File: config.mk
export PLATFORM = sky130hd
export DESIGN_NAME = tlb_ctrl
export DESIGN_NICKNAME = d
export VERILOG_FILES = /design/src/tlb_entry_pkg.sv /design/src/tlb_reg_pkg.sv /design/src/tlb_ctrl.sv
export SDC_FILE = /design/constraint.sdc
export NUM_CORES = 1
export LEC_CHECK = 0
export ABC_AREA = 1
export BUFFER_PORTS_ARGS = -buffer_cell sky130_fd_sc_hd__buf_2
export CAP_MARGIN = 15
export CORE_MARGIN = 2
export CORE_UTILIZATION = 47
export DETAILED_ROUTE_END_ITERATION = 7
export HOLD_SLACK_MARGIN = 0.1
export MAX_ROUTING_LAYER = met4
export PLACE_DENSITY = 0.82
export SYNTH_ARGS = -nofsm -noshare
export SYNTH_HDL_FRONTEND = slang
export SYNTH_SLANG_ARGS = --single-unit
File: constraint.sdc
create_clock -name clk -period 3.81 [get_ports clk]
set_input_delay 1.143 -clock clk [delete_from_list [all_inputs] [get_ports clk]]
set_output_delay 1.143 -clock clk [all_outputs]
set_load 0.02 [all_outputs]
File: src/tlb_entry_pkg.sv
package tlb_entry_pkg;

    // entry field widths
    localparam int VPN2_W = 19;
    localparam int ASID_W = 8;
    localparam int PFN_W  = 20;
    localparam int MASK_W = 12;

    // EntryHi and PageMask
    localparam int EHI_VPN2_LSB = 13;
    localparam int PM_MASK_LSB  = 13;
    localparam int OFFSET_W     = 12;

    // EntryLo fields
    localparam int ELO_PFN_LSB = 6;
    localparam int ELO_C_LSB   = 3;
    localparam int ELO_C_W     = 3;
    localparam int ELO_D_BIT   = 2;
    localparam int ELO_V_BIT   = 1;
    localparam int ELO_G_BIT   = 0;

endpackage

File: src/tlb_reg_pkg.sv
package tlb_reg_pkg;

    // register byte offsets, 8-bit APB address space
    localparam logic [7:0] REG_INDEX    = 8'h00;
    localparam logic [7:0] REG_PAGEMASK = 8'h04;
    localparam logic [7:0] REG_ENTRYHI  = 8'h08;
    localparam logic [7:0] REG_ENTRYLO0 = 8'h0C;
    localparam logic [7:0] REG_ENTRYLO1 = 8'h10;
    localparam logic [7:0] REG_COMMAND  = 8'h14;

    // command codes, low two bits of a command write
    localparam logic [1:0] CMD_TLBWI = 2'd1;
    localparam logic [1:0] CMD_TLBR  = 2'd2;
    localparam logic [1:0] CMD_TLBP  = 2'd3;

    // probe miss flag within Index
    localparam int PROBE_FAIL_BIT = 31;

endpackage
File: src/tlb_ctrl.sv
`timescale 1ns/1ps

module tlb_ctrl #(
    parameter int TLB_NUM = 32,
    parameter int IDX_W = 5
) (
    input  logic                              clk,
    input  logic                              rst,
    input  logic [7:0]                        paddr_i,
    input  logic                              psel_i,
    input  logic                              penable_i,
    input  logic                              pwrite_i,
    input  logic [31:0]                       pwdata_i,
    output logic [31:0]                       prdata_o,
    output logic                              pready_o,
    output logic                              pslverr_o,
    output logic                              wr_en_o,
    output logic [IDX_W-1:0]                  index_o,
    output logic [tlb_entry_pkg::MASK_W-1:0]  mask_o,
    output logic [31:0]                       entryhi_o,
    output logic [31:0]                       entrylo0_o,
    output logic [31:0]                       entrylo1_o,
    input  logic [tlb_entry_pkg::MASK_W-1:0]  rd_mask_i,
    input  logic [31:0]                       rd_entryhi_i,
    input  logic [31:0]                       rd_entrylo0_i,
    input  logic [31:0]                       rd_entrylo1_i,
    input  logic                              probe_hit_i,
    input  logic [IDX_W-1:0]                  probe_index_i
);
    import tlb_reg_pkg::*;
    import tlb_entry_pkg::*;

    logic              access;
    logic              bad_addr;
    logic              bad_wdata;
    logic              wr_ok;
    logic [1:0]        cmd;
    logic [IDX_W-1:0]  index_q;
    logic              probe_fail_q;
    logic [MASK_W-1:0] pagemask_q;
    logic [31:0]       entryhi_q;
    logic [31:0]       entrylo0_q;
    logic [31:0]       entrylo1_q;

    // no wait states
    assign access   = psel_i && penable_i;
    assign pready_o = access;
    assign cmd      = pwdata_i[1:0];

    always_comb begin
        bad_addr = 1'b0;
        prdata_o = '0;
        case (paddr_i)
            REG_INDEX: begin
                prdata_o = 32'(index_q) | (32'(probe_fail_q) << PROBE_FAIL_BIT);
            end
            REG_PAGEMASK: prdata_o = 32'(pagemask_q) << PM_MASK_LSB;
            REG_ENTRYHI:  prdata_o = entryhi_q;
            REG_ENTRYLO0: prdata_o = entrylo0_q;
            REG_ENTRYLO1: prdata_o = entrylo1_q;
            // command register reads as zero
            REG_COMMAND:  prdata_o = '0;
            default:      bad_addr = 1'b1;
        endcase
    end

    assign bad_wdata = pwrite_i &&
        ((paddr_i == REG_COMMAND && cmd == 2'd0) ||
         (paddr_i == REG_INDEX && pwdata_i >= 32'(TLB_NUM)));
    assign pslverr_o = access && (bad_addr || bad_wdata);
    assign wr_ok     = access && pwrite_i && !pslverr_o;
    assign wr_en_o   = wr_ok && paddr_i == REG_COMMAND && cmd == CMD_TLBWI;

    always_ff @(posedge clk) begin
        if (rst) begin
            index_q      <= '0;
            probe_fail_q <= 1'b0;
            pagemask_q   <= '0;
            entryhi_q    <= '0;
            entrylo0_q   <= '0;
            entrylo1_q   <= '0;
        end else if (wr_ok) begin
            case (paddr_i)
                REG_INDEX: begin
                    index_q      <= pwdata_i[IDX_W-1:0];
                    probe_fail_q <= 1'b0;
                end
                REG_PAGEMASK: pagemask_q <= pwdata_i[PM_MASK_LSB +: MASK_W];
                REG_ENTRYHI:  entryhi_q  <= pwdata_i;
                REG_ENTRYLO0: entrylo0_q <= pwdata_i;
                REG_ENTRYLO1: entrylo1_q <= pwdata_i;
                REG_COMMAND: begin
                    if (cmd == CMD_TLBR) begin
                        pagemask_q <= rd_mask_i;
                        entryhi_q  <= rd_entryhi_i;
                        entrylo0_q <= rd_entrylo0_i;
                        entrylo1_q <= rd_entrylo1_i;
                    end else if (cmd == CMD_TLBP) begin
                        // on a miss the encoded index is 0
                        index_q      <= probe_index_i;
                        probe_fail_q <= !probe_hit_i;
                    end
                end
                default: ;
            endcase
        end
    end

    assign index_o    = index_q;
    assign mask_o     = pagemask_q;
    assign entryhi_o  = entryhi_q;
    assign entrylo0_o = entrylo0_q;
    assign entrylo1_o = entrylo1_q;

    a_setup_before_access: assert property (@(posedge clk) disable iff (rst)
        (psel_i && penable_i) |-> $past(psel_i && !penable_i))
        else $error("APB access phase without a setup phase");

endmodule

==> results.json, run 1 <==
{
  "htreeDepth": 4,
  "leakagePower_nw": 4.161,
  "critPathLaunchType": "primary input",
  "fmax_mhz": 264.0,
  "finalWirelength_um": 24990,
  "fin_worst_skew_ns": 0,
  "drc_errors": 0,
  "row_count": 41,
  "maxCapViolations": 0,
  "die_h_um": 118.7,
  "yosys-top-cells-count": "490 x nand2_1, 115 x a21oi_1, 114 x dfxtp_1",
  "grt_usage_pct": 35.41,
  "nets": 1460,
  "syn_to_final_growth_pct": 43.34,
  "reg2reg_slack_ns": 3.08,
  "dr_total_vias": 8225,
  "hold_viol_final": 0,
  "postSynthCellCount": 1008,
  "synth.most_common_cell": "nand2_1",
  "grt_pass1_wl_um": 38780,
  "slowest_stage": "nor4_2",
  "arrival_ns": 2.64,
  "async_flop_share_pct": 0,
  "seq_area_frac_synth_pct": 36.94,
  "cp_top_family": "simple AND/OR/NAND/NOR gates",
  "relSlewSlack_pct": 48.60,
  "fillers": 1160,
  "vias_per_cell": 5.535,
  "worstSetupEndpointType": "output pin",
  "synth_cell_types": 24,
  "grt_pass1_vias": 7667,
  "crit_type": "primary input to output pin",
  "cp_max_fo": 2,
  "final_max_slew_viol_count": 0,
  "power_frac_comb_pct": 7.9,
  "antenna_left": 0,
  "cts_tree": "built",
  "insertion_delay_ns": 0.42,
  "clk_path_buf_depth": 2,
  "final_cell_count_no_fill": 1486,
  "antenna_found_initial": 0,
  "fin_crit_ns": 3.788,
  "sw_frac_of_total_pct": 23.41,
  "seqPwrFrac_pct": 42.2,
  "ff2ff_path_depth": 2,
  "r2r_end": "entryhi_o[16]",
  "cts_num_sinks": 114,
  "worst_pin_slew_ns": 0.7710,
  "synth_area_um2": 6178,
  "core_um2": 12720,
  "fp.dieW_um": 118.7,
  "synthTopCellsByArea": "dfxtp_1 37%, nand2_1 30%, a21oi_1 9.3%, o21ai_0 7.8%, clkbuf_1 2.6%",
  "p_int_mw": 2.165,
  "hp-class": "flip-flop to flip-flop",
  "grt_overflow_total": 0,
  "ys_ff_latch": 114,
  "drtIter0Drc": 839,
  "dr.pass1.iters": 5,
  "total_power_mw": 2.827,
  "rsz0062_at_grt": "true",
  "detail_route.wl_per_cell_um": 16.82,
  "numCtsBuffers": 17,
  "synth.avg_cell_area_um2": 6.129,
  "dp_hpwl_um": 17250,
  "setup-violations-final": 0,
  "port_buffers": 306,
  "initial_utilization_pct": 48.56,
  "gp_congestion": 0.9628,
  "p_sw_mw": 0.6617,
  "final_area_um2": 8856,
  "status": "completed",
  "synth.largest_area_cell": "dfxtp_1",
  "cpPeakStageDelay_ns": 0.29,
  "drive_gt1_share_pct": 32.12,
  "ys.warnings.count": 0,
  "diodes": 0,
  "finalCritPeriodShare_pct": 99.42,
  "crit_required_ns": 2.67,
  "hold_end": "probe_fail_q",
  "grt_max_degree": 72,
  "hold_start": "probe_fail_q",
  "clk_pin_slew_worst_paths_ns": 0.05,
  "power_density_nw_per_um2": 319.2,
  "cp_cell_sequence": "buf_6 -> nor2_4 -> nand2_2 -> nor2_4 -> nand2_2 -> nor2_4 -> nor2_2 -> nor2_2 -> nand4_1 -> nor4_2 -> buf_4 -> buf_6",
  "worst-path-buf-inv": 3,
  "p_clk_share_pct": 49.9,
  "num_io_pins": 307,
  "worstReg2RegStart": "entryhi_o[16]",
  "netlist.area_leader.share_pct": 36.94,
  "die_area_um2": 14080,
  "clock-root-buffer": "clkbuf_16",
  "dp.cells": 1450,
  "synth_edf_count": 0,
  "synth_nets": 1167,
  "dpl_cell_area_um2": 8031,
  "path_common_cell": "nor2_4",
  "yosys_most_used_dff": "dfxtp_1",
  "min_path_cells": 2,
  "ir_drop_mv": 0.2525
}
-- power groups by stage --
stage	Sequential [mW]	Combinational [mW]	Clock (mW)
2_1_floorplan	1.22	0.0749	0
3_3_place_gp	1.22	0.189	0
3_5_place_dp	1.22	0.190	0
4_1_cts	1.19	0.192	1.41
5_1_grt	1.19	0.243	1.47
6_report	1.19	0.223	1.41
-- tightest hold or removal path, cell delays in order (launching register included) --
cell     delay [ns]
dfxtp_1        0.30
o21ai_0        0.07
a21oi_1        0.06
-- cell usage in the layout, fill, tap and decap left out, types with 4 or more instances in the layout --
cell type / count
clkinv_2: 6
a21oi_1: 115
clkbuf_16: 17
dfxtp_1: 114
buf_6: 19
inv_2: 5
o21ai_0: 95
a22oi_1: 6
nor2_4: 19
inv_1: 10
buf_4: 31
nand2_1: 484
nor2_2: 9
o21ai_1: 22
nand3_1: 10
nand3_4: 4
buf_2: 286
buf_12: 8
clkbuf_1: 6
nand2_2: 7
nand4_1: 21
nor2_1: 6
-- repair_timing --
action                     4_1_cts  5_1_grt
pin swaps                        0       30
gates cloned                     0        0
buffers inserted                 0        4
setup endpoints to repair        1       11
resized for setup                1       61
hold buffers                     0        0
-- routing by layer --
layer	vias up	track usage, %	wire length [µm]
met1	3723	42.05	9686
met4	0	16.07	1216
li1	3874	-	-
met5	-	-	0
met3	113	6.322	2261
met2	515	58.41	11830
-- how the worst max path moves through the flow --
stage	slack, ns	from	cells past startpoint	to
CTS	0.05	pwdata_i[23]	12	wr_en_o
floorplan	0.14	paddr_i[7]	7	wr_en_o
finish	0.02	pwdata_i[22]	12	wr_en_o
global route	-0.07	pwdata_i[22]	12	wr_en_o
global placement	0.06	pwdata_i[21]	12	wr_en_o
detailed placement	-0.02	pwdata_i[23]	12	wr_en_o
-- flip-flops by register name, summed over array words and instances, names as in the netlist --
register,count
entryhi_o,32
entrylo0_o,32
entrylo1_o,32
mask_o,12
index_o,5
probe_fail_q,1
-- logic make-up (layout without fill, tap and decap cells) --
kind of cell	count (synthesis)	in the layout	synth area share [%]
simple gates	567	567	37.22
compound gates	242	242	19.89
buf+inv	85	391	5.954
flops	114	114	36.94
-- layout make-up --
cell class	count	area, µm²	share of cell area [%]
clock inverters	6	30.03	0.3391
multi-input cells	809	3745	42.29
repair buffers	344	2038	23.01
clock buffers	26	489.2	5.524
inverters	15	56.30	0.6358
well taps	172	215.2	2.430
flip-flops and latches	114	2282	25.77
-- per-stage QoR --
step	setup TNS [ns]	hold slack (ns)	setup slack [ns]	util (%)
6_report	0	0.4853	0.02207	69.61
2_1_floorplan	0	0.4496	0.1418	-
3_5_place_dp	-0.02430	0.4767	-0.02430	63.13
3_3_place_gp	0	0.4685	0.06423	63.13
5_1_grt	-0.06895	0.5033	-0.06895	69.61
4_1_cts	0	0.4859	0.04580	67.26
Power figures use the tool's default switching activity.
==> run 2: changes to the inputs <==
--- a/config.mk
+++ b/config.mk
@@ -6,7 +6,7 @@
 export NUM_CORES = 1
 export LEC_CHECK = 0
 export ABC_AREA = 1
-export BUFFER_PORTS_ARGS = -buffer_cell sky130_fd_sc_hd__buf_2
+export BUFFER_PORTS_ARGS = -buffer_cell sky130_fd_sc_hd__clkbuf_2
 export CAP_MARGIN = 15
 export CORE_MARGIN = 2
 export CORE_UTILIZATION = 47
==> results.json, run 2 (same netlist as run 1, synthesis figures left out) <==
{
  "use_met2_pct": 58.01,
  "diodes": 0,
  "htreeDepth": 4,
  "fin_crit_ns": 3.826,
  "cpPeakStageDelay_ns": 0.33,
  "clk_pin_slew_worst_paths_ns": 0.05,
  "timing.setup.tns_ns": -0.01632,
  "dr_total_vias": 8189,
  "core_um2": 12720,
  "die_h_um": 118.7,
  "fin_ws_ns": -0.01632,
  "worstReg2RegStart": "index_o[0]",
  "grt_usage_pct": 35.56,
  "hold_start": "probe_fail_q",
  "drtIter0Drc": 975,
  "finalCritPeriodShare_pct": 100.4,
  "grt_pass1_vias": 7723,
  "drive_gt1_share_pct": 31.67,
  "power_density_nw_per_um2": 327.1,
  "numCtsBuffers": 17,
  "hold_viol_final": 0,
  "port_buffers": 306,
  "fmax_mhz": 261.3,
  "grt_overflow_total": 0,
  "layout_common_cells": "485 x nand2_1, 288 x clkbuf_2, 115 x a21oi_1",
  "cp_top_family": "simple AND/OR/NAND/NOR gates",
  "clk_path_buf_depth": 2,
  "dpl_cell_area_um2": 7924,
  "grt_max_degree": 82,
  "whs_ns": 0.4859,
  "worst_pin_slew_ns": 0.8463,
  "die_area_um2": 14080,
  "multi_input_comb_area_um2": 3707,
  "dr.pass1.iters": 6,
  "final_max_slew_viol_count": 0,
  "p_clk_share_pct": 50.4,
  "nets": 1452,
  "num_io_pins": 307,
  "sw_frac_of_total_pct": 23.04,
  "clock-root-buffer": "clkbuf_16",
  "worstSetupEndpointType": "output pin",
  "violations": "negative setup slack",
  "crit_type": "primary input to output pin",
  "grt.busiest_layer": "met2",
  "cp_max_fo": 2,
  "crit_required_ns": 2.67,
  "rsz0062_at_grt": "true",
  "arrival_ns": 2.68,
  "status": "finished, violations left",
  "antenna_found_initial": 0,
  "power_frac_comb_pct": 7.7,
  "slowest_stage": "nor4_2",
  "use_met3_pct": 7.529,
  "final-seq-area_um2": 2282,
  "p_int_mw": 2.189,
  "final_area_um2": 8697,
  "gp_congestion": 0.9393,
  "cts_tree": "built",
  "hp-class": "flip-flop to flip-flop",
  "cp_cell_sequence": "clkbuf_2 -> nor2_4 -> nand2_2 -> nor2_4 -> nand2_2 -> nor2_2 -> nor2_1 -> nor2_2 -> nand4_1 -> nor4_2 -> buf_4 -> buf_6",
  "vias_per_cell": 5.548,
  "dp.cells": 1444,
  "seqPwrFrac_pct": 42.0,
  "fp.dieW_um": 118.7,
  "cp-startpoint": "pwdata_i[30]",
  "final_cell_count_no_fill": 1476,
  "ir_drop_mv": 0.2646,
  "initial_utilization_pct": 48.56,
  "fin_util_pct": 68.36,
  "dp_hpwl_um": 16990,
  "fin_worst_skew_ns": 0,
  "antenna_left": 0,
  "relSlewSlack_pct": 43.58,
  "total_power_mw": 2.845,
  "syn_to_final_growth_pct": 40.77,
  "drc_errors": 0,
  "maxCapViolations": 0,
  "grt_util_met1_pct": 42.58,
  "fillers": 1164,
  "finalWirelength_um": 24790,
  "critPathLaunchType": "primary input",
  "setup-violations-final": 1,
  "row_count": 41,
  "leakagePower_nw": 4.004,
  "p_sw_mw": 0.6556,
  "cts_num_sinks": 114,
  "final_common_cell": "nand2_1",
  "place_ws_ns": -0.1452,
  "grt_pass1_wl_um": 38970,
  "detail_route.wl_per_cell_um": 16.79,
  "insertion_delay_ns": 0.41,
  "worst-path-buf-inv": 3
}
==> run 2: tightest hold or removal path, stage by stage (launching register included) <==
cell     delay (ns)
dfxtp_1        0.31
o21ai_0        0.07
a21oi_1        0.06
==> run 2: cell type report <==
type,count,share of cell area [%]
Clock buffer,24,5.769
Sequential cell,114,26.24
Multi-Input combinational cell,809,42.63
Timing Repair Buffer,336,21.90
Clock inverter,6,0.3453
Tap cell,172,2.474
Inverter,15,0.6474
==> run 2: path summary, 6_finish.rpt <==
kind | to | slack, ns | cells after the start
setup / recovery | wr_en_o | -0.02 | 12
hold / removal | probe_fail_q | 0.49 | 2
setup reg to reg | index_o[0] | 3.04 | 2
hold reg to reg | probe_fail_q | 0.49 | 2
==> run 2: routing by layer <==
| metal | share of wire (%) | vias up |
|---|---|---|
| met5 | 0 | - |
| met4 | 3.4 | 0 |
| met3 | 10 | 87 |
| met2 | 48 | 572 |
| met1 | 38 | 3675 |
| li1 | - | 3855 |
==> run 2: power by group through the flow <==
stage,clock [mW],sequential [mW],combinational [mW]
global placement,0,1.22,0.191
floorplan,0,1.22,0.0749
global route,1.49,1.19,0.239
finish,1.43,1.19,0.218
detailed placement,0,1.22,0.190
CTS,1.44,1.19,0.192
==> run 2: timing repair <==
item                                    in CTS  in global routing
hold buffers                                 0                  0
endpoints found under the setup margin       1                 27
pin swaps                                    0                 26
endpoints found under the hold margin        0                  0
buffers inserted                             0                  2
resized for setup                            2                 64
