[src/tlb_entry_pkg.sv]
package tlb_entry_pkg;

    // entry field widths
    localparam int VPN2_W = 19;
    localparam int ASID_W = 8;
    localparam int PFN_W  = 20;
    localparam int MASK_W = 12;

    // EntryHi and PageMask
    localparam int EHI_VPN2_LSB = 13;
    localparam int PM_MASK_LSB  = 13;
    localparam int OFFSET_W     = 12;

    // EntryLo fields
    localparam int ELO_PFN_LSB = 6;
    localparam int ELO_C_LSB   = 3;
    localparam int ELO_C_W     = 3;
    localparam int ELO_D_BIT   = 2;
    localparam int ELO_V_BIT   = 1;
    localparam int ELO_G_BIT   = 0;

endpackage

[src/tlb_probe.sv]
`timescale 1ns/1ps

module tlb_probe #(
    parameter int TLB_NUM = 32,
    parameter int IDX_W = 5
) (
    input  logic [31:0]                              entryhi_i,
    input  logic [TLB_NUM*tlb_entry_pkg::MASK_W-1:0] mask_v_i,
    input  logic [TLB_NUM*tlb_entry_pkg::VPN2_W-1:0] vpn2_v_i,
    input  logic [TLB_NUM*tlb_entry_pkg::ASID_W-1:0] asid_v_i,
    input  logic [TLB_NUM-1:0]                       g_v_i,
    input  logic [TLB_NUM-1:0]                       v0_v_i,
    input  logic [TLB_NUM-1:0]                       v1_v_i,
    output logic                                     probe_hit_o,
    output logic [IDX_W-1:0]                         probe_index_o
);
    import tlb_entry_pkg::*;

    logic [TLB_NUM-1:0] match;

    for (genvar i = 0; i < TLB_NUM; i++) begin : g_cmp
        assign match[i] =
            ((entryhi_i[EHI_VPN2_LSB +: VPN2_W] ^ vpn2_v_i[i*VPN2_W +: VPN2_W])
             & ~VPN2_W'(mask_v_i[i*MASK_W +: MASK_W])) == '0
            && (g_v_i[i] || asid_v_i[i*ASID_W +: ASID_W] == entryhi_i[ASID_W-1:0]);
    end

    // OR of the indices, exact while a single entry matches
    always_comb begin
        probe_index_o = '0;
        for (int i = 0; i < TLB_NUM; i++) begin
            if (match[i]) begin
                probe_index_o = probe_index_o | IDX_W'(i);
            end
        end
    end

    assign probe_hit_o = |match;

    // cleared entries all alias, so only mapped ones count
    a_single_match: assert final ($onehot0(match & (v0_v_i | v1_v_i)))
        else $error("more than one mapped entry matches EntryHi");

endmodule

[config.mk]
export PLATFORM = sky130hd
export DESIGN_NAME = tlb_probe
export DESIGN_NICKNAME = d
export VERILOG_FILES = /design/src/tlb_entry_pkg.sv /design/src/tlb_probe.sv
export SDC_FILE = /design/constraint.sdc
export NUM_CORES = 1
export LEC_CHECK = 0
export ABC_AREA = 1
export BUFFER_PORTS_ARGS = -buffer_cell sky130_fd_sc_hd__buf_2
export CAP_MARGIN = 20
export CELL_PAD_IN_SITES_DETAIL_PLACEMENT = 1
export CELL_PAD_IN_SITES_GLOBAL_PLACEMENT = 1
export CORE_AREA = 2 2 539 541
export DETAILED_ROUTE_END_ITERATION = 7
export DIE_AREA = 0 0 541 543
export PLACE_DENSITY_LB_ADDON = 0.05
export SYNTH_ARGS = -nofsm -noshare
export SYNTH_HDL_FRONTEND = slang
export SYNTH_SLANG_ARGS = --single-unit
[constraint.sdc]
create_clock -name vclk -period 2.3
set_input_delay 0.115 -clock vclk [all_inputs]
set_output_delay 0.115 -clock vclk [all_outputs]
set_load 0.05 [all_outputs]
==> implementation parameters, run 1 <==
Parameter                              Value

Setup path
  Largest fanout on the critical path    7
  Worst setup path start    entryhi_i[17]
  Cell repeated most along the worst path    buf_12
  Slowest cell on the critical path    nor2_4
  Max incr delay on CP    0.43 ns
  Classification of the worst setup path    input pin to output pin
  Startpoint class of the critical path    input pin
  Endpoint of the worst setup timing path    probe_index_o[2]
  CP required    2.18 ns
  Arrival time reported for the critical path endpoint    2.49 ns
  Kind of capture point of the worst setup path    output pin
  Series of cell instances along the critical path    buf_8, buf_12, buf_8, inv_8, buf_4, nand2_2, nand3_1, nand4_1, nor2_4, nand3_4, nand2_4, nor2_4, nand4_1, buf_12, buf_12

Synthesis
  Share of synthesized cell area in full adder, half adder and majority cells    0%
  Distinct cell type count of the synthesized netlist    24
  Cell with the most instances after synthesis    nand2_1
  Fraction of the mapped netlist area in simple logic gates    57.2%
  Share of Yosys cell area claimed by the top area cell type    28.1%
  Mux contribution to synthesized area    0%
  Commonest cells in the netlist    1154 x nand2_1, 657 x nor2_1, 394 x inv_1, 281 x xnor2_1, 137 x xor2_1
  Portion of the post-synthesis area used by sequential elements    0%
  Number of warnings issued by yosys    0
  Synthesized-area fraction occupied by ao, oa, aoi and oai cells    3.02%
  Post-synthesis cell area    15400 um2
  Post-synthesis net count    4573
  Synthesized netlist cell count    3197
  Largest area contributor in the synthesized netlist    nand2_1
  Synthesized-area fraction occupied by xor and xnor cells    23.7%
  Largest cells by area after synthesis    nand2_1 28%, nor2_1 16%, xnor2_1 16%
  Combinational family with the most area after synthesis    simple AND/OR/NAND/NOR gates
  Synthesized area per cell    4.83 um2

Global route
  Number of global-route vias before repair    27200
  Gr ovfl total    0
  Largest net degree at the start of global routing    21
  Met2 usage    26.6%
  Global-route wire length before repair    278000 um
  Antenna violations before repair    412
  Fraction of met3 tracks used by global routing    5.77%
  All-Layer GR Usage    14.4%
  Global route hottest layer    met2
  Met1 demand-to-capacity share in global routing    16.2%

Place
  Number of placed cells counting well taps    8546
  Input/output buffers    1313
  Instance area after placement    29800 um2
  Global placement routability congestion    0.787
  Post-DP HPWL    206000 um

Layout
  Number of clock buffers in the layout    0
  Multi-input gate area    14200 um2
  Layout-stage area growth over the synthesis result    112%
  Final cell count without fillers    8700
  Net count, final    6228
  Post-route cell area    32800 um2
  Number of flip-flops and latches    0
  Count of filler cells inserted in the layout    35300
  Fraction of layout cells with a size suffix above 1    43.1%
  Area taken by flip-flops and latches    0 um2

Die
  Die span in x    541 um
  Total Die Area    294000 um2
  Ports    1382
  Core outline area    287000 um2
  Starting density of the core    5.37%
  Die height    543 um
  # rows    197

Min path
  Class of the tightest hold or removal check    input pin to output pin

Timing
  Transition time at the pin with the least slew margin    0.534 ns
  Hold WS    1.03 ns
  Tmin final    2.60 ns
  Final critical-path setup slack    -0.302 ns
  Final number of hold-violating endpoints    0
  Post-route clock period utilization    113%
  Max Transition Viols Final    0
  Worst relative slew slack    64.3%
  Sum of negative setup slack    -0.918 ns
  Fmax    384 MHz
  Setup repair after global routing missed its margin    yes
  Total setup violations reported at the end of the flow    6

Pwr
  Sum of internal, switching and leakage power    5840 uW
  Static Leakage    0.0164 uW
  Peak supply drop    0.0694 mV
  Power Dens Cells    178 nW/um2

Drt
  Final routed wirelength across all metal layers    222000 um
  Detail-routed via count per cell    3.04
  Detail Route Antenna Nets    0
  First-iteration detailed-routing DRC count    768
  Via total after detailed routing    26500
  DR DRC count    0
  DR WL/cell    25.5 um
  Number of iterations in the first detailed-routing pass    4

Run status
  Violations in the final reports    setup timing
  Status    complete, but fails checks

Job
  Max-cap violations    0
## timing repair
action	4_1_cts	5_1_grt
setup endpoints to repair	6	6
buffers inserted	50	40
hold buffers	0	0
pin swaps	73	108
cloned	7	4
resized for setup	291	197
## power breakdown
group	switching [uW]	leakage (uW)	total [uW]	internal, uW
clock network	0	0.000000434	0.00399	0.00399
logic	3090	0.0164	5840	2750
registers	0	0	0	0
total	3090	0.0164	5840	2750
## layer usage
| layer | up-vias | routed length (um) |
|---|---|---|
| li1 | 12900 | - |
| met5 | - | 1660 |
| met4 | 262 | 3010 |
| met2 | 1268 | 110000 |
| met1 | 11400 | 87600 |
| met3 | 604 | 19900 |
## cell type report
| class | instances | share of cell area [%] |
|---|---|---|
| Antenna cell | 69 | 0.527 |
| Timing Repair Buffer | 1790 | 36.8 |
| Tap cell | 3781 | 14.4 |
| Inverter | 405 | 4.75 |
| Multi-Input combinational cell | 2655 | 43.4 |
## worst max-delay path, delay by kind of cell
family,cells,cell delay [ns]
simple gates,8,1.49
buf+inv,7,0.84
## through the flow
step           setup WS [ns]  utilization [%]
6_report              -0.302             11.4
5_1_grt               -0.393             11.4
4_1_cts               -0.448             11.0
3_5_place_dp           -1.07             10.4
3_3_place_gp           -1.05             10.4
2_1_floorplan          0.664                -
## how the worst min path moves through the flow
stage,slack (ns),depth (start not counted),startpoint,endpoint
2_1_floorplan,0.81,6,g_v_i[7],probe_index_o[0]
3_3_place_gp,1.18,8,g_v_i[6],probe_index_o[1]
3_5_place_dp,1.17,8,g_v_i[6],probe_index_o[1]
4_1_cts,1.12,8,g_v_i[31],probe_index_o[1]
5_1_grt,1.10,8,g_v_i[31],probe_index_o[1]
6_report,1.03,8,g_v_i[31],probe_index_o[1]
## cell usage in the layout, fill, tap and decap left out, types with 65 or more instances in the layout
cell type  instances
xor2_1           125
nand3_1           75
diode_2           69
a21oi_1           77
inv_1            386
buf_4            325
nand2_1         1083
buf_12           104
xnor2_1          281
nand4_1           65
nor2_1           569
buf_2           1285
## kinds of logic (layout without fill, tap and decap cells)
kind of cell           Yosys count  count (layout)
buffers and inverters          542            2195
AO/OA/AOI/OAI                   93              93
other                            0              69
XOR/XNOR                       418             418
AND/OR/NAND/NOR               2144            2144
Power figures use the tool's default switching activity.
==> run 2: changes to the inputs <==
--- a/config.mk
+++ b/config.mk
@@ -10,9 +10,10 @@
 export CAP_MARGIN = 20
 export CELL_PAD_IN_SITES_DETAIL_PLACEMENT = 1
 export CELL_PAD_IN_SITES_GLOBAL_PLACEMENT = 1
-export CORE_AREA = 2 2 539 541
+export CORE_AREA = 2 2 546 548
 export DETAILED_ROUTE_END_ITERATION = 7
-export DIE_AREA = 0 0 541 543
+export DIE_AREA = 0 0 548 550
+export GPL_ROUTABILITY_DRIVEN = 1
 export PLACE_DENSITY_LB_ADDON = 0.05
 export SYNTH_ARGS = -nofsm -noshare
 export SYNTH_HDL_FRONTEND = slang
==> constraint.sdc (replaced) <==
create_clock -name vclk -period 2.65
set_input_delay 0.1325 -clock vclk [all_inputs]
set_output_delay 0.1325 -clock vclk [all_outputs]
set_load 0.05 [all_outputs]
==> implementation parameters, run 2 (same netlist as run 1, synthesis figures left out) <==
Parameter                              Value

Pwr
  Peak supply drop    0.0484 mV
  Power Dens Cells    154 nW/um2
  Static Leakage    0.0157 uW

Die
  Ports    1382
  Starting density of the core    5.22%
  Core outline area    296000 um2
  Die height    550 um
  Total Die Area    301000 um2
  # rows    200
  Die span in x    548 um

Timing
  Hold WS    1.18 ns
  Fmax    393 MHz
  Final number of hold-violating endpoints    0
  Tmin final    2.55 ns
  Total setup violations reported at the end of the flow    0
  Sum of negative setup slack    0 ns
  Transition time at the pin with the least slew margin    0.424 ns
  Setup repair after global routing missed its margin    yes
  Worst relative slew slack    71.7%
  Max Transition Viols Final    0
  Post-route clock period utilization    96.1%

Setup path
  CP required    2.52 ns
  Cell type group with the largest total delay on the critical path    simple AND/OR/NAND/NOR gates
  Largest fanout on the critical path    7
  Cell repeated most along the worst path    buf_12
  Slowest cell on the critical path    or2_2
  Classification of the worst setup path    input pin to output pin
  Series of cell instances along the critical path    buf_12, buf_12, buf_12, buf_4, or2_2, nand2_1, nand4_1, buf_4, nor2_4, nand3_2, nand2_2, nor2_4, buf_6, nand4_1, buf_12
  Max incr delay on CP    0.28 ns
  Kind of capture point of the worst setup path    output pin
  Number of logic stages on the critical path including buffering    15
  Startpoint class of the critical path    input pin
  Arrival time reported for the critical path endpoint    2.41 ns
  CP bufs+invs    7

Place
  Input/output buffers    1313
  Global placement routability congestion    0.781
  Number of placed cells counting well taps    8616
  Post-DP HPWL    201000 um

Job
  Max-cap violations    0

Global route
  Number of global-route vias before repair    26900
  All-Layer GR Usage    13.8%
  Antenna violations before repair    395
  Global-route wire length before repair    274000 um
  Largest net degree at the start of global routing    41
  Gr ovfl total    0

Layout
  Number of clock buffers in the layout    0
  Layout-stage area growth over the synthesis result    104%
  Fraction of layout cells with a size suffix above 1    41.2%
  Number of flip-flops and latches    0
  Net count, final    6105
  Final cell count without fillers    8740
  Area taken by flip-flops and latches    0 um2
  Commonest non-fill, non-tap cell in the layout    buf_2
  Leading cell types in the layout, fill and taps excluded    1294 x buf_2, 1090 x nand2_1, 563 x nor2_1

Min path
  Class of the tightest hold or removal check    input pin to output pin
  Hold-critical path depth    11

Drt
  DR DRC count    0
  Detail-routed via count per cell    2.98
  First-iteration detailed-routing DRC count    874
  Via total after detailed routing    26100
  Number of iterations in the first detailed-routing pass    5
  Detail Route Antenna Nets    0
  Final routed wirelength across all metal layers    218000 um
  DR WL/cell    24.9 um

Run status
  Status    finished clean

Clock network
  Number of hold-repair buffers added at the cts stage    0
==> run 2: cell count changes in the layout (fill, tap and decap cells not counted), sizes merged <==
| cell | before | now |
|---|---|---|
| clkinvlp | 3 | 2 |
| buf | 1779 | 1658 |
| inv | 401 | 402 |
| clkbuf | 6 | 1 |
| bufbuf | 5 | 8 |
| diode | 69 | 74 |
==> run 2: area by class of cell <==
| cell class | count | area, um2 |
|---|---|---|
| Timing Repair Buffer | 1667 | 10800 |
| Tap cell | 3939 | 4930 |
| Inverter | 405 | 1560 |
| Antenna cell | 74 | 185 |
| Fill cell | 36400 | 264000 |
| Multi-Input combinational cell | 2655 | 14000 |
==> run 2: metrics by stage <==
stage	worst slack (ns)	total power, uW	utilization, %	instance area (um2)
2_1_floorplan	0.979	1880	-	15400
3_3_place_gp	-0.811	4750	9.89	29200
3_5_place_dp	-0.794	4750	9.89	29200
4_1_cts	-0.0564	5080	10.4	30800
5_1_grt	-0.0214	5480	10.6	31400
6_report	0.105	4860	10.7	31500
==> run 2: path summary, 6_finish.rpt <==
path	startpoint	end	slack [ns]
max	entryhi_i[17]	probe_index_o[2]	0.10
min	g_v_i[24]	probe_hit_o	1.18
==> run 2: metal layers <==
metal	share of wire, %	global-route usage [%]	vias up
met3	8.8	5.59	576
met4	1.2	0.150	248
met5	0.71	0	-
li1	-	-	12700
met2	50	25.9	1232
met1	39	15.4	11300
==> run 2: repair_timing <==
item / in CTS / in global routing
cloned: 9 / 1
endpoints found under the setup margin: 6 / 6
buffers inserted: 30 / 22
pin swaps: 74 / 58
gates resized for setup: 290 / 109
==> run 2: tightest hold or removal path, stage by stage <==
cell     delay, ns
buf_2         0.08
inv_1         0.03
nand2_1       0.11
buf_12        0.12
nand3_4       0.06
nand2_4       0.08
nor2_4        0.04
nand2_2       0.07
nor2_4        0.05
nand2_4       0.12
buf_12        0.15
==> run 2: where the power goes <==
part           internal [uW]  switching [uW]  leakage [uW]
Clock                0.00368               0   0.000000466
Sequential                 0               0             0
Combinational           2230            2630        0.0157
==> run 3: changes to the inputs <==
--- a/config.mk
+++ b/config.mk
@@ -5,14 +5,13 @@
 export SDC_FILE = /design/constraint.sdc
 export NUM_CORES = 1
 export LEC_CHECK = 0
-export ABC_AREA = 1
 export BUFFER_PORTS_ARGS = -buffer_cell sky130_fd_sc_hd__buf_2
 export CAP_MARGIN = 20
 export CELL_PAD_IN_SITES_DETAIL_PLACEMENT = 1
 export CELL_PAD_IN_SITES_GLOBAL_PLACEMENT = 1
-export CORE_AREA = 2 2 546 548
+export CORE_AREA = 2 2 531 533
 export DETAILED_ROUTE_END_ITERATION = 7
-export DIE_AREA = 0 0 548 550
+export DIE_AREA = 0 0 533 535
 export GPL_ROUTABILITY_DRIVEN = 1
 export PLACE_DENSITY_LB_ADDON = 0.05
 export SYNTH_ARGS = -nofsm -noshare
==> implementation parameters, run 3 <==
Parameter                              Value

Run status
  Status    complete, but fails checks
  Violations in the final reports    setup timing

Synthesis
  Synthesized area per cell    8.04 um2
  Largest area contributor in the synthesized netlist    xnor2_1
  Largest cells by area after synthesis    xnor2_1 55%, o22ai_1 10%, xor2_1 9.5%
  Number of warnings issued by yosys    0
  Synthesized netlist cell count    1455
  Cell with the most instances after synthesis    xnor2_1
  Portion of the post-synthesis area used by sequential elements    0%
  Distinct cell type count of the synthesized netlist    22
  Share of Yosys cell area claimed by the top area cell type    55.2%
  Post-synthesis net count    2831
  Commonest cells in the netlist    737 x xnor2_1, 192 x o22ai_1, 127 x xor2_1, 89 x nand4_1, 80 x nor4_1
  Post-synthesis cell area    11700 um2

Timing
  Post-route clock period utilization    103%
  Total setup violations reported at the end of the flow    4
  Worst relative slew slack    43.8%
  Fmax    365 MHz
  Setup repair after global routing missed its margin    yes
  Sum of negative setup slack    -0.116 ns
  Max Transition Viols Final    0
  Transition time at the pin with the least slew margin    0.837 ns
  Final number of hold-violating endpoints    0
  Hold WS    0.862 ns
  Final critical-path setup slack    -0.0870 ns
  Tmin final    2.74 ns

Global route
  Number of global-route vias before repair    20400
  Gr ovfl total    0
  Antenna violations before repair    363
  All-Layer GR Usage    13.7%
  Global-route wire length before repair    249000 um
  Largest net degree at the start of global routing    21

Layout
  Number of clock buffers in the layout    0
  Net count, final    4388
  Post-route cell area    27300 um2
  Fraction of layout cells with a size suffix above 1    59.9%
  Number of flip-flops and latches    0
  Area taken by flip-flops and latches    0 um2
  Commonest non-fill, non-tap cell in the layout    buf_2
  Final cell count without fillers    6848
  Layout-stage area growth over the synthesis result    134%
  Leading cell types in the layout, fill and taps excluded    1288 x buf_2, 708 x xnor2_1, 256 x buf_4

Pwr
  Proportion of power drawn by the clock network    0%
  Logic pwr share    100.0%
  Peak supply drop    0.0606 mV
  Power spent charging and discharging nets    2400 uW
  Switch share    50.7%
  Power Dens Cells    173 nW/um2
  Internal cell power    2330 uW
  Power share of the sequential group    0%
  Static Leakage    0.0104 uW

Setup path
  Slowest cell on the critical path    xnor2_1
  Startpoint class of the critical path    input pin
  Series of cell instances along the critical path    buf_4, buf_12, xnor2_1, o22ai_1, nor4_1, buf_4, o211ai_1, nand4_1, nor3_2, nand4_1, buf_12
  Largest fanout on the critical path    11
  Max incr delay on CP    0.69 ns
  Arrival time reported for the critical path endpoint    2.60 ns
  Classification of the worst setup path    input pin to output pin
  Kind of capture point of the worst setup path    output pin
  CP required    2.52 ns

Drt
  First-iteration detailed-routing DRC count    522
  Detail Route Antenna Nets    0
  Final routed wirelength across all metal layers    205000 um
  DR WL/cell    29.9 um
  Detail-routed via count per cell    2.70
  Number of iterations in the first detailed-routing pass    4
  DR DRC count    0
  Via total after detailed routing    18500

Place
  Input/output buffers    1313
  Post-DP HPWL    190000 um
  Instance area after placement    25000 um2
  Placement-stage worst setup slack    -1.11 ns
  Number of placed cells counting well taps    6675
  Global placement routability congestion    0.783

Die
  Die span in x    533 um
  Core outline area    279000 um2
  Total Die Area    285000 um2
  Starting density of the core    4.19%
  # rows    194
  Die height    535 um
  Ports    1382

Min path
  Hold path endpoint    probe_index_o[3]
  Hold-critical path depth    6
  Class of the tightest hold or removal check    input pin to output pin
  Hold path startpoint    g_v_i[8]

Job
  Max-cap violations    0
-- run 3: cell type report --
type | count | area, um2
timing repair buffer | 1663 | 10600
multi-input combinational | 1347 | 11700
fill | 33400 | 252000
antenna | 114 | 285
tap | 3724 | 4660
-- run 3: worst max-delay path by stage --
stage	start	endpoint	slack, ns	cells past startpoint
after detailed placement	entryhi_i[28]	probe_hit_o	-1.11	13
final	entryhi_i[24]	probe_hit_o	-0.09	11
after CTS	entryhi_i[25]	probe_hit_o	-0.25	12
after global routing	entryhi_i[17]	probe_hit_o	-0.22	12
after global placement	entryhi_i[18]	probe_hit_o	-1.29	11
after floorplan	entryhi_i[22]	probe_hit_o	0.67	10
-- run 3: worst max-delay path: cells and delay by family --
| family | cells | cell delay (ns) |
|---|---|---|
| XOR/XNOR | 1 | 0.69 |
| AND/OR/NAND/NOR | 4 | 0.81 |
| buffers and inverters | 4 | 0.63 |
| AO/OA/AOI/OAI | 2 | 0.30 |
-- run 3: repair_timing --
action                     in CTS  in global routing
gates cloned                    5                  1
pin swaps                      35                 19
setup endpoints to repair       6                  6
setup buffers                  34                 20
resized for setup             153                 65
hold buffers                    0                  0
-- run 3: power groups by stage --
stage / combinational, uW / sequential, uW / clock [uW]
floorplan: 1850 / 0 / 0
global placement: 4560 / 0 / 0
global route: 5170 / 0 / 0.00289
detailed placement: 4530 / 0 / 0
finish: 4740 / 0 / 0.00565
CTS: 4860 / 0 / 0
-- run 3: cell families after synthesis --
family | after synthesis | synth area share [%]
AO/OA/AOI/OAI | 232 | 12.7
XOR/XNOR | 864 | 64.7
buffers and inverters | 108 | 10.6
AND/OR/NAND/NOR | 251 | 12.0
-- run 3: through the flow --
stage,power (uW),util (%)
6_report,4740,9.79
5_1_grt,5170,9.74
4_1_cts,4860,9.47
3_5_place_dp,4530,8.97
3_3_place_gp,4560,8.96
2_1_floorplan,1850,-
-- run 3: metal layers --
layer / up-vias / wire length, um / global-route usage, %
met3: 524 / 17100 / 4.98
li1: 8385 / - / -
met2: 1186 / 106000 / 25.8
met4: 206 / 4730 / 2.64
met1: 8168 / 75500 / 14.6
met5: - / 1240 / 0
